[src/logic/gearbox_pkg.sv]
`default_nettype none

package gearbox_pkg;

    // ==============================
    // Widths
    // ==============================
    localparam int IN_W  = 16;           // Input beat data width
    localparam int OUT_W = 32;           // Widest output word
    localparam int BUF_W = IN_W + OUT_W; // Accumulator capacity

    typedef logic [$clog2(IN_W + 1)-1:0]  in_cnt_t;  // 0..IN_W
    typedef logic [$clog2(OUT_W + 1)-1:0] out_cnt_t; // 0..OUT_W, also out_bw
    typedef logic [$clog2(BUF_W + 1)-1:0] buf_cnt_t; // 0..BUF_W

    // ==============================
    // Stream payloads
    // ==============================
    typedef struct packed {
        logic [IN_W-1:0] data;  // LSB-first bits
        in_cnt_t         nbits; // Valid bits in data
        logic            last;  // Packet end
    } in_beat_t;

    typedef struct packed {
        logic [OUT_W-1:0] data;  // Zero above nbits
        out_cnt_t         nbits; // Bits carried
        logic             last;  // Tail word of packet
    } out_word_t;

    // Accumulator state
    typedef enum logic {
        ACC_FILL  = 1'b0, // Taking beats
        ACC_DRAIN = 1'b1  // Last beat in, flushing tail
    } acc_state_t;

endpackage

`default_nettype wire
[src/logic/width_gearbox.sv]
`timescale 1ns/1ps
`default_nettype none

module width_gearbox (
    input  wire                     CLK,
    input  wire                     RST_N,
    input  wire                     clear,
    input  wire gearbox_pkg::out_cnt_t  out_bw,
    input  wire                     in_valid,
    input  wire gearbox_pkg::in_beat_t  in_beat,
    output logic                    in_ready,
    output logic                    out_valid,
    output gearbox_pkg::out_word_t  out_word,
    input  wire                     out_ready
);
    import gearbox_pkg::*;

    // ==============================
    // Stage links
    // ==============================
    logic      beat_valid;  // Skid buffer to core
    logic      beat_ready;
    in_beat_t  beat;
    logic      word_valid;  // Core to output slice
    logic      word_ready;
    out_word_t word;

    gearbox_in_stage u_in (
        .CLK        (CLK),
        .RST_N      (RST_N),
        .clear      (clear),
        .in_valid   (in_valid),
        .in_beat    (in_beat),
        .in_ready   (in_ready),
        .beat_valid (beat_valid),
        .beat       (beat),
        .beat_ready (beat_ready)
    );

    gearbox_core u_core (
        .CLK        (CLK),
        .RST_N      (RST_N),
        .clear      (clear),
        .out_bw     (out_bw),      // Core only
        .beat_valid (beat_valid),
        .beat       (beat),
        .beat_ready (beat_ready),
        .word_valid (word_valid),
        .word       (word),
        .word_ready (word_ready)
    );

    gearbox_out_stage u_out (
        .CLK        (CLK),
        .RST_N      (RST_N),
        .clear      (clear),
        .word_valid (word_valid),
        .word       (word),
        .word_ready (word_ready),
        .out_valid  (out_valid),
        .out_word   (out_word),
        .out_ready  (out_ready)
    );

endmodule

`default_nettype wire

[src/logic/gearbox_out_stage.sv]
`timescale 1ns/1ps
`default_nettype none

module gearbox_out_stage (
    input  wire                     CLK,
    input  wire                     RST_N,
    input  wire                     clear,
    input  wire                     word_valid,
    input  wire gearbox_pkg::out_word_t word,
    output logic                    word_ready,
    output logic                    out_valid,
    output gearbox_pkg::out_word_t  out_word,
    input  wire                     out_ready
);
    import gearbox_pkg::*;

    logic word_fire;

    // Load when empty or when the held word leaves this cycle
    assign word_ready = !out_valid || out_ready;
    assign word_fire  = word_valid && word_ready;

    // ==============================
    // Pipeline register
    // ==============================
    always_ff @(posedge CLK or negedge RST_N) begin
        if (!RST_N) begin
            out_valid <= 1'b0;
        end else if (clear) begin
            out_valid <= 1'b0;
        end else if (word_ready) begin
            out_valid <= word_valid;   // Bubble if nothing offered
        end
    end

    always_ff @(posedge CLK) begin
        if (word_fire) begin
            out_word <= word;          // Payload only
        end
    end

    // Held word stays put under back-pressure
    a_out_hold : assert property (@(posedge CLK) disable iff (!RST_N || clear)
        out_valid && !out_ready |=> out_valid && $stable(out_word));

    // Every stored word came from a core word with bits
    a_out_nbits : assert property (@(posedge CLK) disable iff (!RST_N)
        out_valid |-> (out_word.nbits != '0) && (out_word.nbits <= OUT_W));

endmodule

`default_nettype wire

[src/logic/gearbox_core.sv]
`timescale 1ns/1ps
`default_nettype none

module gearbox_core (
    input  wire                    CLK,
    input  wire                    RST_N,
    input  wire                    clear,
    input  wire gearbox_pkg::out_cnt_t out_bw,
    input  wire                    beat_valid,
    input  wire gearbox_pkg::in_beat_t beat,
    output logic                   beat_ready,
    output logic                   word_valid,
    output gearbox_pkg::out_word_t word,
    input  wire                    word_ready
);
    import gearbox_pkg::*;

    typedef logic [$bits(buf_cnt_t):0] sum_t; // Count plus one beat

    logic [BUF_W-1:0] acc;       // Bit accumulator, LSB oldest
    buf_cnt_t         cnt;       // Valid bits held
    acc_state_t       state;

    buf_cnt_t         bw;        // out_bw at count width
    buf_cnt_t         emit_cnt;  // min(cnt, out_bw)
    buf_cnt_t         cnt_left;  // Count after this cycle's emit
    sum_t             space_sum;
    logic             emit_fire;
    logic             beat_fire;
    logic [OUT_W-1:0] word_mask;
    logic [IN_W-1:0]  beat_mask;
    logic [BUF_W-1:0] acc_shift;
    logic [BUF_W-1:0] keep_mask;
    logic [BUF_W-1:0] acc_ins;
    logic [BUF_W-1:0] acc_d;
    buf_cnt_t         cnt_d;

    // ==============================
    // Emit side
    // ==============================
    assign bw         = buf_cnt_t'(out_bw);
    assign emit_cnt   = (cnt < bw) ? cnt : bw;
    assign word_valid = (cnt >= bw) || ((state == ACC_DRAIN) && (cnt != '0)); // Full or tail
    assign word_mask  = ~({OUT_W{1'b1}} << emit_cnt); // Ones below emit_cnt
    assign emit_fire  = word_valid && word_ready;

    always_comb begin
        word.data  = acc[OUT_W-1:0] & word_mask;       // Zeros above valid bits
        word.nbits = out_cnt_t'(emit_cnt);
        word.last  = (state == ACC_DRAIN) && (cnt <= bw); // Remainder fits
    end

    // ==============================
    // Insert side
    // ==============================
    assign cnt_left   = emit_fire ? cnt - emit_cnt : cnt;
    assign space_sum  = sum_t'(cnt_left) + sum_t'(beat.nbits);
    assign beat_ready = (state == ACC_FILL) && (space_sum <= sum_t'(BUF_W)); // Room after emit
    assign beat_fire  = beat_valid && beat_ready;

    // Shift out the emitted word, then place the beat above what remains
    assign acc_shift = emit_fire ? acc >> emit_cnt : acc;
    assign keep_mask = ~({BUF_W{1'b1}} << cnt_left);   // Stale bits dropped
    assign beat_mask = ~({IN_W{1'b1}} << beat.nbits);
    assign acc_ins   = BUF_W'(beat.data & beat_mask) << cnt_left;
    assign acc_d     = beat_fire ? ((acc_shift & keep_mask) | acc_ins) : acc_shift;
    assign cnt_d     = beat_fire ? buf_cnt_t'(space_sum) : cnt_left;

    always_ff @(posedge CLK or negedge RST_N) begin
        if (!RST_N) begin
            cnt   <= '0;
            state <= ACC_FILL;
        end else if (clear) begin
            cnt   <= '0;
            state <= ACC_FILL;
        end else begin
            cnt <= cnt_d;
            if (emit_fire && word.last) begin
                state <= ACC_FILL;                      // Tail gone
            end else if (beat_fire && beat.last) begin
                state <= ACC_DRAIN;                     // Hold off next packet
            end
        end
    end

    always_ff @(posedge CLK) begin
        acc <= acc_d;                                   // Bits above cnt are don't-care
    end

    // ==============================
    // Checks
    // ==============================
    a_bw_range : assert property (@(posedge CLK) disable iff (!RST_N)
        (out_bw != '0) && (out_bw <= OUT_W));

    // Width only changes between packets
    a_bw_stable : assert property (@(posedge CLK) disable iff (!RST_N || clear)
        (cnt != '0) |-> $stable(out_bw));

    a_cnt_bound : assert property (@(posedge CLK) disable iff (!RST_N)
        cnt <= BUF_W);

endmodule

`default_nettype wire

[src/logic/gearbox_in_stage.sv]
`timescale 1ns/1ps
`default_nettype none

module gearbox_in_stage (
    input  wire                   CLK,
    input  wire                   RST_N,
    input  wire                   clear,
    input  wire                   in_valid,
    input  wire gearbox_pkg::in_beat_t in_beat,
    output logic                  in_ready,
    output logic                  beat_valid,
    output gearbox_pkg::in_beat_t beat,
    input  wire                   beat_ready
);
    import gearbox_pkg::*;

    logic     s_valid;   // Skid entry occupied
    in_beat_t s_beat;    // Skid payload
    logic     m_valid_d;
    in_beat_t m_beat_d;
    logic     s_valid_d;
    in_beat_t s_beat_d;
    logic     in_fire;
    logic     main_free;

    assign in_fire   = in_valid && in_ready;
    assign main_free = !beat_valid || beat_ready; // Main empties or hands off

    // ==============================
    // Next-state of both entries
    // ==============================
    always_comb begin
        m_valid_d = beat_valid;
        m_beat_d  = beat;
        s_valid_d = s_valid;
        s_beat_d  = s_beat;
        if (main_free) begin
            if (s_valid) begin           // Skid moves up first
                m_valid_d = 1'b1;
                m_beat_d  = s_beat;
                s_valid_d = 1'b0;
            end else begin
                m_valid_d = in_fire;     // Straight into main
                if (in_fire) begin
                    m_beat_d = in_beat;
                end
            end
        end else if (in_fire) begin      // Main stalled, park in skid
            s_valid_d = 1'b1;
            s_beat_d  = in_beat;
        end
    end

    always_ff @(posedge CLK or negedge RST_N) begin
        if (!RST_N) begin
            beat_valid <= 1'b0;
            s_valid    <= 1'b0;
            in_ready   <= 1'b0;          // Rises on first edge out of reset
        end else if (clear) begin
            beat_valid <= 1'b0;
            s_valid    <= 1'b0;
            in_ready   <= 1'b1;
        end else begin
            beat_valid <= m_valid_d;
            s_valid    <= s_valid_d;
            in_ready   <= !s_valid_d;    // Registered, not from core
        end
    end

    always_ff @(posedge CLK) begin
        beat   <= m_beat_d;
        s_beat <= s_beat_d;
    end

    // Beat widths on the accepted input
    a_nbits_legal : assert property (@(posedge CLK) disable iff (!RST_N)
        in_fire |-> (in_beat.nbits != '0) && (in_beat.nbits <= IN_W));

    // Offered beat held until the core takes it
    a_beat_hold : assert property (@(posedge CLK) disable iff (!RST_N || clear)
        beat_valid && !beat_ready |=> beat_valid && $stable(beat));

endmodule

`default_nettype wire

[config.mk]
export PLATFORM = sky130hd
export DESIGN_NAME = width_gearbox
export DESIGN_NICKNAME = d
export VERILOG_FILES = /design/src/logic/gearbox_pkg.sv /design/src/logic/width_gearbox.sv /design/src/logic/gearbox_out_stage.sv /design/src/logic/gearbox_core.sv /design/src/logic/gearbox_in_stage.sv
export SDC_FILE = /design/constraint.sdc
export NUM_CORES = 1
export LEC_CHECK = 0
export BUFFER_PORTS_ARGS = -buffer_cell sky130_fd_sc_hd__buf_2
export CORE_AREA = 4 4 167 169
export DETAILED_ROUTE_END_ITERATION = 8
export DIE_AREA = 0 0 171 173
export PLACE_DENSITY = 0.64
export SLEW_MARGIN = 20
export SYNTH_ARGS = -nofsm -noshare
export SYNTH_HDL_FRONTEND = slang
export SYNTH_SLANG_ARGS = --single-unit
[constraint.sdc]
create_clock -name CLK -period 8.05 [get_ports CLK]
set_input_delay 1.2075 -clock CLK [delete_from_list [all_inputs] [get_ports CLK]]
set_output_delay 1.2075 -clock CLK [all_outputs]
set_load 0.1 [all_outputs]
Word-level counts from Yosys, hierarchy flattened. Cells that the tools add are included. Widths: inputs -> output; s select.

$lt $le $gt $ge: 4. Reduce and logical (&&, ||, !) cells: 21. Eq/ne operators: 0. Mux-type cells: 20. $add $sub $neg: 2. Bitwise gates (word level): 9. Div/mod/pow operators: 0. $mul: 0. Shift-type cells: 5.

Operator list (number): $mux 48 (2); $and 48x48->48 (1); $not 48->48 (1); $or 48x48->48 (1); $shl 48x6->48 (1); $shl 48x6->48 const A (1); $shr 48x6->48 (1); $mux 22 (2); $and 32x32->32 (1); $not 32->32 (1); $shl 32x6->32 const A (1); $mux 6 (4); $and 16x16->16 (1); $not 16->16 (1); $shl 16x5->16 const A (1); $mux 1 (12); $logic_and 1x1->1 (8); $add 6x5->7 (1); $le 7x6->1 const B (1); $ge 6x6->1 (1); $le 6x6->1 (1); $lt 6x6->1 (1); $reduce_bool 2->1 (3); $reduce_bool 6->1 (1); 6 further kinds (12).

Bits in writable memories: 0. Flip-flop bits (word level): 142. Memories kept: 0. ROM bits: 0. Input bits: 33. Output and inout port bits: 41. Latch bits: 0.

Depth between registers and ports, before layout.
Depth after elaboration: 13. Gate-level depth with buffers: 31. Gate-level depth less buffers: 26.

Modules after synthesis. From an unflattened synthesis, not the netlist that was laid out.

Cell total of the unflattened synthesis: 1261. Area, all modules: 11557.3 um2.

By module, submodules not included: gearbox_core (cells an instance 1138, area each 8612.0 um2, instances 1, sequential area each 1136.1 um2); gearbox_in_stage (cells an instance 79, area each 1714.1 um2, instances 1, sequential area each 1396.3 um2); gearbox_out_stage (cells an instance 44, area each 1231.2 um2, instances 1, sequential area each 1196.1 um2).

Least setup slack after synthesis. OpenSTA, ideal clock, no wires.

Path type: input port to flip-flop. Start point: input port out_bw[1]. End point: register u_in.s_beat[0] (netlist bit) (enable). Setup time: 0.401 ns. Data required time: 7.649 ns. Setup slack: 0.046 ns. Stages: 27. Arrival time: 7.603 ns. Path buffers: 7. Cells stage by stage: inv_1 -> ha_1 -> nor2b_1 -> o21ai_0 -> clkbuf_1 -> a21oi_1 -> a21o_1 -> clkbuf_1 -> clkinv_1 -> buf_1 -> buf_1 -> ha_1 -> or3_1 -> a31o_2 -> buf_2 -> inv_1 -> buf_2 -> buf_1 -> ha_1 -> o21a_1 -> o21ai_0 -> o211ai_1 -> o211a_1 -> a211oi_1 -> a211o_1 -> nand2_1 -> nor2_1.

Longest elaborated chain between the ends: 10.

Ends and longest elaborated chain: start: declaration (line width_gearbox.sv:8) `input wire gearbox_pkg::out_cnt_t out_bw,`; $lt 6x6->1 / $ge 6x6->1 (equally long branches) (line gearbox_core.sv:42, gearbox_core.sv:43); $mux 6 / $logic_or 1x1->1 (equally long branches) (line gearbox_core.sv:42, gearbox_core.sv:43); $sub 6x6->6 / $logic_and 1x1->1 (equally long branches) (line gearbox_core.sv:56, gearbox_core.sv:45); $mux 6 (*) (line gearbox_core.sv:56) `assign cnt_left = emit_fire ? cnt - emit_cnt : cnt;`; $add 6x5->7 (*) (line gearbox_core.sv:57) `assign space_sum = sum_t'(cnt_left) + sum_t'(beat.nbits);`; $le 7x6->1 (*) (line gearbox_core.sv:58) `assign beat_ready = (state == ACC_FILL) && (space_sum <= sum_t'(BUF_W));`; $logic_and 1x1->1 (*) (line gearbox_core.sv:58); $logic_or 1x1->1 (*) (line gearbox_in_stage.sv:27) `assign main_free = !beat_valid || beat_ready;`; $not 1->1 (no line) (*); $reduce_and 2->1 (no line) (*); end signal: assignment (line gearbox_in_stage.sv:72) `s_beat <= s_beat_d;`; end: declaration (line gearbox_in_stage.sv:18) `in_beat_t s_beat;`.

Every way passes the cells marked *; elsewhere a longest branch is shown, timed or not. A chain may end at the register's enable or synchronous reset.

Worst setup path in the final report.
Start point: input port out_bw[2]. End point: register u_core.acc[6].

Longest elaborated chain between the ends: 9.

Ends and longest elaborated chain: $lt 6x6->1 / $ge 6x6->1 (equally long branches) (line gearbox_core.sv:42, gearbox_core.sv:43); $mux 6 / $logic_or 1x1->1 (equally long branches) (line gearbox_core.sv:42, gearbox_core.sv:43); $sub 6x6->6 / $logic_and 1x1->1 (equally long branches) (line gearbox_core.sv:56, gearbox_core.sv:45); $mux 6 (line gearbox_core.sv:56); $add 6x5->7 / $shl 48x6->48 (equally long branches) (line gearbox_core.sv:57, gearbox_core.sv:63); $le 7x6->1 / $not 48->48 (equally long branches) (line gearbox_core.sv:58, gearbox_core.sv:63); $logic_and 1x1->1 / $and 48x48->48 (equally long branches) (line gearbox_core.sv:58, gearbox_core.sv:66); $logic_and 1x1->1 / $or 48x48->48 (equally long branches) (line gearbox_core.sv:59, gearbox_core.sv:66); $mux 48 (*) (line gearbox_core.sv:66) `assign acc_d = beat_fire ? ((acc_shift & keep_mask) | acc_ins) : acc_shift;`; named net u_core.acc_d[6] (line gearbox_core.sv:35) `logic [BUF_W-1:0] acc_d;`; end signal: assignment (line gearbox_core.sv:87) `acc <= acc_d;`; end: declaration (line gearbox_core.sv:20) `logic [BUF_W-1:0] acc;`.

Mark *: on every way through the listed nets, which the timed path passes. The rest lies on a longest branch.

==> summary.md <==
| Metric | Value |
|---|---|
| Status | finished clean |
| Num CTS Buffers | 17 |
| HPWL after detailed placement | 33.27 mm |
| H-tree Lvls | 4 |
| Pin count of the biggest net entering global routing | 86 |
| Leading area contributor after synthesis | edfxtp_1 |
| Hold Crit Class | register to register |
| Most used cell, CP | ha_1 |
| Layout cells sized above 1 | 16.19% |
| Top delay family on crit path | simple AND/OR/NAND/NOR gates |
| Clock skew | 0.02019 ns |
| Hold Fails Final Rpt | 0 |
| RSZ-0062 raised after global routing | false |
| Core area | 0.02658 mm² |
| Dpl cells | 1637 |
| Drt pass-1 iters | 7 |
| Max cap viols | 0 |
| Critical path type | primary input to register |
| First-pass GRT wire length | 67.52 mm |
| Antenna viol nets, final | 0 |
| Area grow syn2layout | 11.85% |
| Max-slew violations | 0 |
| Antenna violations before repair | 2 |
| Die Footprint | 0.02958 mm² |
| Antenna diodes | 0 |
| Final WL | 44.72 mm |
| Final routed DRC violation total | 0 |
| Clk_lat worst skew | 0.44 ns |
| Reg clk slew, reported paths | 0.08 ns |
| # port buffers | 73 |
| Non-filler cells in the finished layout | 1669 |
| Synth warnings | 0 |
| Startpoint types | primary input |
| Vias in the first global route | 10546 |
| #FFs+latches synth | 142 |
| Synth Instances | 1286 |
| Die Y | 173 µm |
| Leading cell types in the layout, fill and taps excluded | nand2_1 (112), o21ai_0 (104), nand3_1 (98), a21oi_1 (94), edfxtp_1 (83) |
| Hold Slack | 0.5433 ns |
| Mapped Nets | 1336 |
| Slowest CP cell | nor3_2 |
| Max-slew headroom | 29.59% |
| Worst path required time | 8.38 ns |
| Hold Buf Count CTS | 0 |
| Main area contributors after synthesis | edfxtp_1 (23%), dfxtp_1 (8.8%), mux2i_1 (7.1%) |
| Synth Flop Type | edfxtp_1 |
| Synthesized area | 0.01093 mm² |
| Async set or reset register ratio after synthesis | 7.746% |
| Arr. time, crit path | 7.34 ns |
| Final worst path period need | 7.018 ns |
| CTS tree | done |
| Die W | 171 µm |
| Synth top area share | 22.81% |
| Buf/Inv on CP | 6 |
| Clock buffer depth | 2 |
| Final period utilization | 87.18% |
| GRT overflow | 0 |
| Seq/Total Area, Yosys | 34.13% |
| Total GRT Usage | 29.58% |
| Setup TNS | 0 ns |
| Post-CTS setup buffers | 0 |
| Commonest non-fill, non-tap cell in the layout | nand2_1 |
| Initial core utilization | 41.11% |
| Slew @ Worst Pin | 1.056 ns |
| WL per Instance | 26.79 µm |
| Final net count | 1365 |
| Via count | 11365 |
| Drt initial violations | 1846 |
| Root buffer cell | clkbuf_16 |
| RD Place Congestion | 1.018 |
| Post_cts resized | 0 |
| Post-synth EDFFs | 83 |
| I/O pin cnt | 74 |
| Vias per cell | 6.809 |
| Critical-path maximum fanout | 27 |
| Post-Syn Area per Cell | 8.496 µm² |
| Setup violation total in the final timing report | 0 |
| Sink Count | 142 |
| Max frequency | 142.5 MHz |
| Slowest Stage Delay on Critical Path | 0.59 ns |
| Filler instances | 2692 |
| Netlist cell types | 75 |
| FP Rows | 60 |
| Crit path capture type | register |
through the flow:
step	setup slack [ns]	cell area [µm²]	util, %
after floorplan	0.04587	10930	-
after global placement	0.8300	11620	43.74
after detailed placement	0.6726	11630	43.77
after CTS	1.095	12220	45.98
after global routing	0.5887	12220	45.98
final	1.032	12220	45.98
sequential cells by signal, summed over array words and instances (netlist names):
signal,count
u_core.acc,48
u_core.cnt,6
u_in.s_valid,1
u_in.in_ready,1
u_out.out_valid,1
u_out.out_word,39
u_core.state,1
u_in.beat,22
u_in.beat_valid,1
u_in.s_beat,22
logic make-up (layout without fill, tap and decap cells):
family	Yosys count	after routing	synth area share, %
flops	142	142	34.13
mux	125	125	12.85
simple gates	420	420	18.32
compound gates	452	452	27.70
fa+ha+maj	17	17	2.016
xor+xnor	5	5	0.4009
buf+inv	125	167	4.581
final timing paths:
check,depth (start not counted),from,slack [ns],to
worst min register to register,1,u_in.s_beat[3],0.54,u_in.beat[3]
worst max-delay path,26,out_bw[2],1.03,u_core.acc[6]
min in group asynchronous,1,RST_N,0.61,u_in.s_valid
max in group asynchronous,1,RST_N,7.21,u_core.cnt[3]
worst min-delay path,1,u_in.s_beat[3],0.54,u_in.beat[3]
worst max register to register,24,u_core.cnt[5],1.44,u_core.acc[6]
worst reg2reg max path, stage by stage, from the launching register on:
cell and delay, ns:
dfrtp_1 0.58, ha_1 0.34, a21oi_1 0.18, o21ai_1 0.29, nor3_2 0.18, buf_4 0.27, nor2_2 0.07, inv_1 0.08
ha_1 0.20, inv_1 0.07, ha_1 0.24, or3_1 0.38, a41oi_1 0.21, xor2_1 0.13, o21a_1 0.21, inv_2 0.29
ha_1 0.33, or3_1 0.42, o2111a_1 0.20, a211oi_1 0.29, nand2_1 0.28, nor3_2 0.60, nand2_1 0.17, a32o_1 0.29
a31o_2 0.20
layer usage:
metal  global-route usage (%)  wire, µm
met4                    10.37      1795
met2                    44.57     19620
met3                    6.973      4706
met5                        0        27
met1                    41.58     18570
cells in the mapped netlist, drive strengths merged (9+ instances only):
master,n
nand3,98
o21a,17
a21oi,98
and2,29
a211oi,30
nor2,84
nor2b,13
a22o,9
dfxtp,48
a221oi,12
and3,21
o22ai,23
clkbuf,66
a211o,16
o211ai,18
nor3,29
buf,30
dfrtp,11
inv,26
o21ai,108
a31oi,10
nand2,113
o221ai,10
a21boi,12
ha,16
o31ai,9
nand4,14
mux2i,78
a32oi,11
edfxtp,83
mux2,39
a22oi,15
final cells by class:
cell class / count / area [µm²] / share of cell area (%)
clock inverters: 15 / 163.9 / 1.341
multi-input cells: 1019 / 6751 / 55.25
flip-flops and latches: 142 / 3729 / 30.51
well taps: 341 / 426.7 / 3.491
repair buffers: 106 / 613.1 / 5.017
inverters: 29 / 111.4 / 0.9112
clock buffers: 17 / 425.4 / 3.481
Power is left out: the tool's default activity adds up to more than one toggle a clock period on the data nets, which glitch-free logic cannot reach.
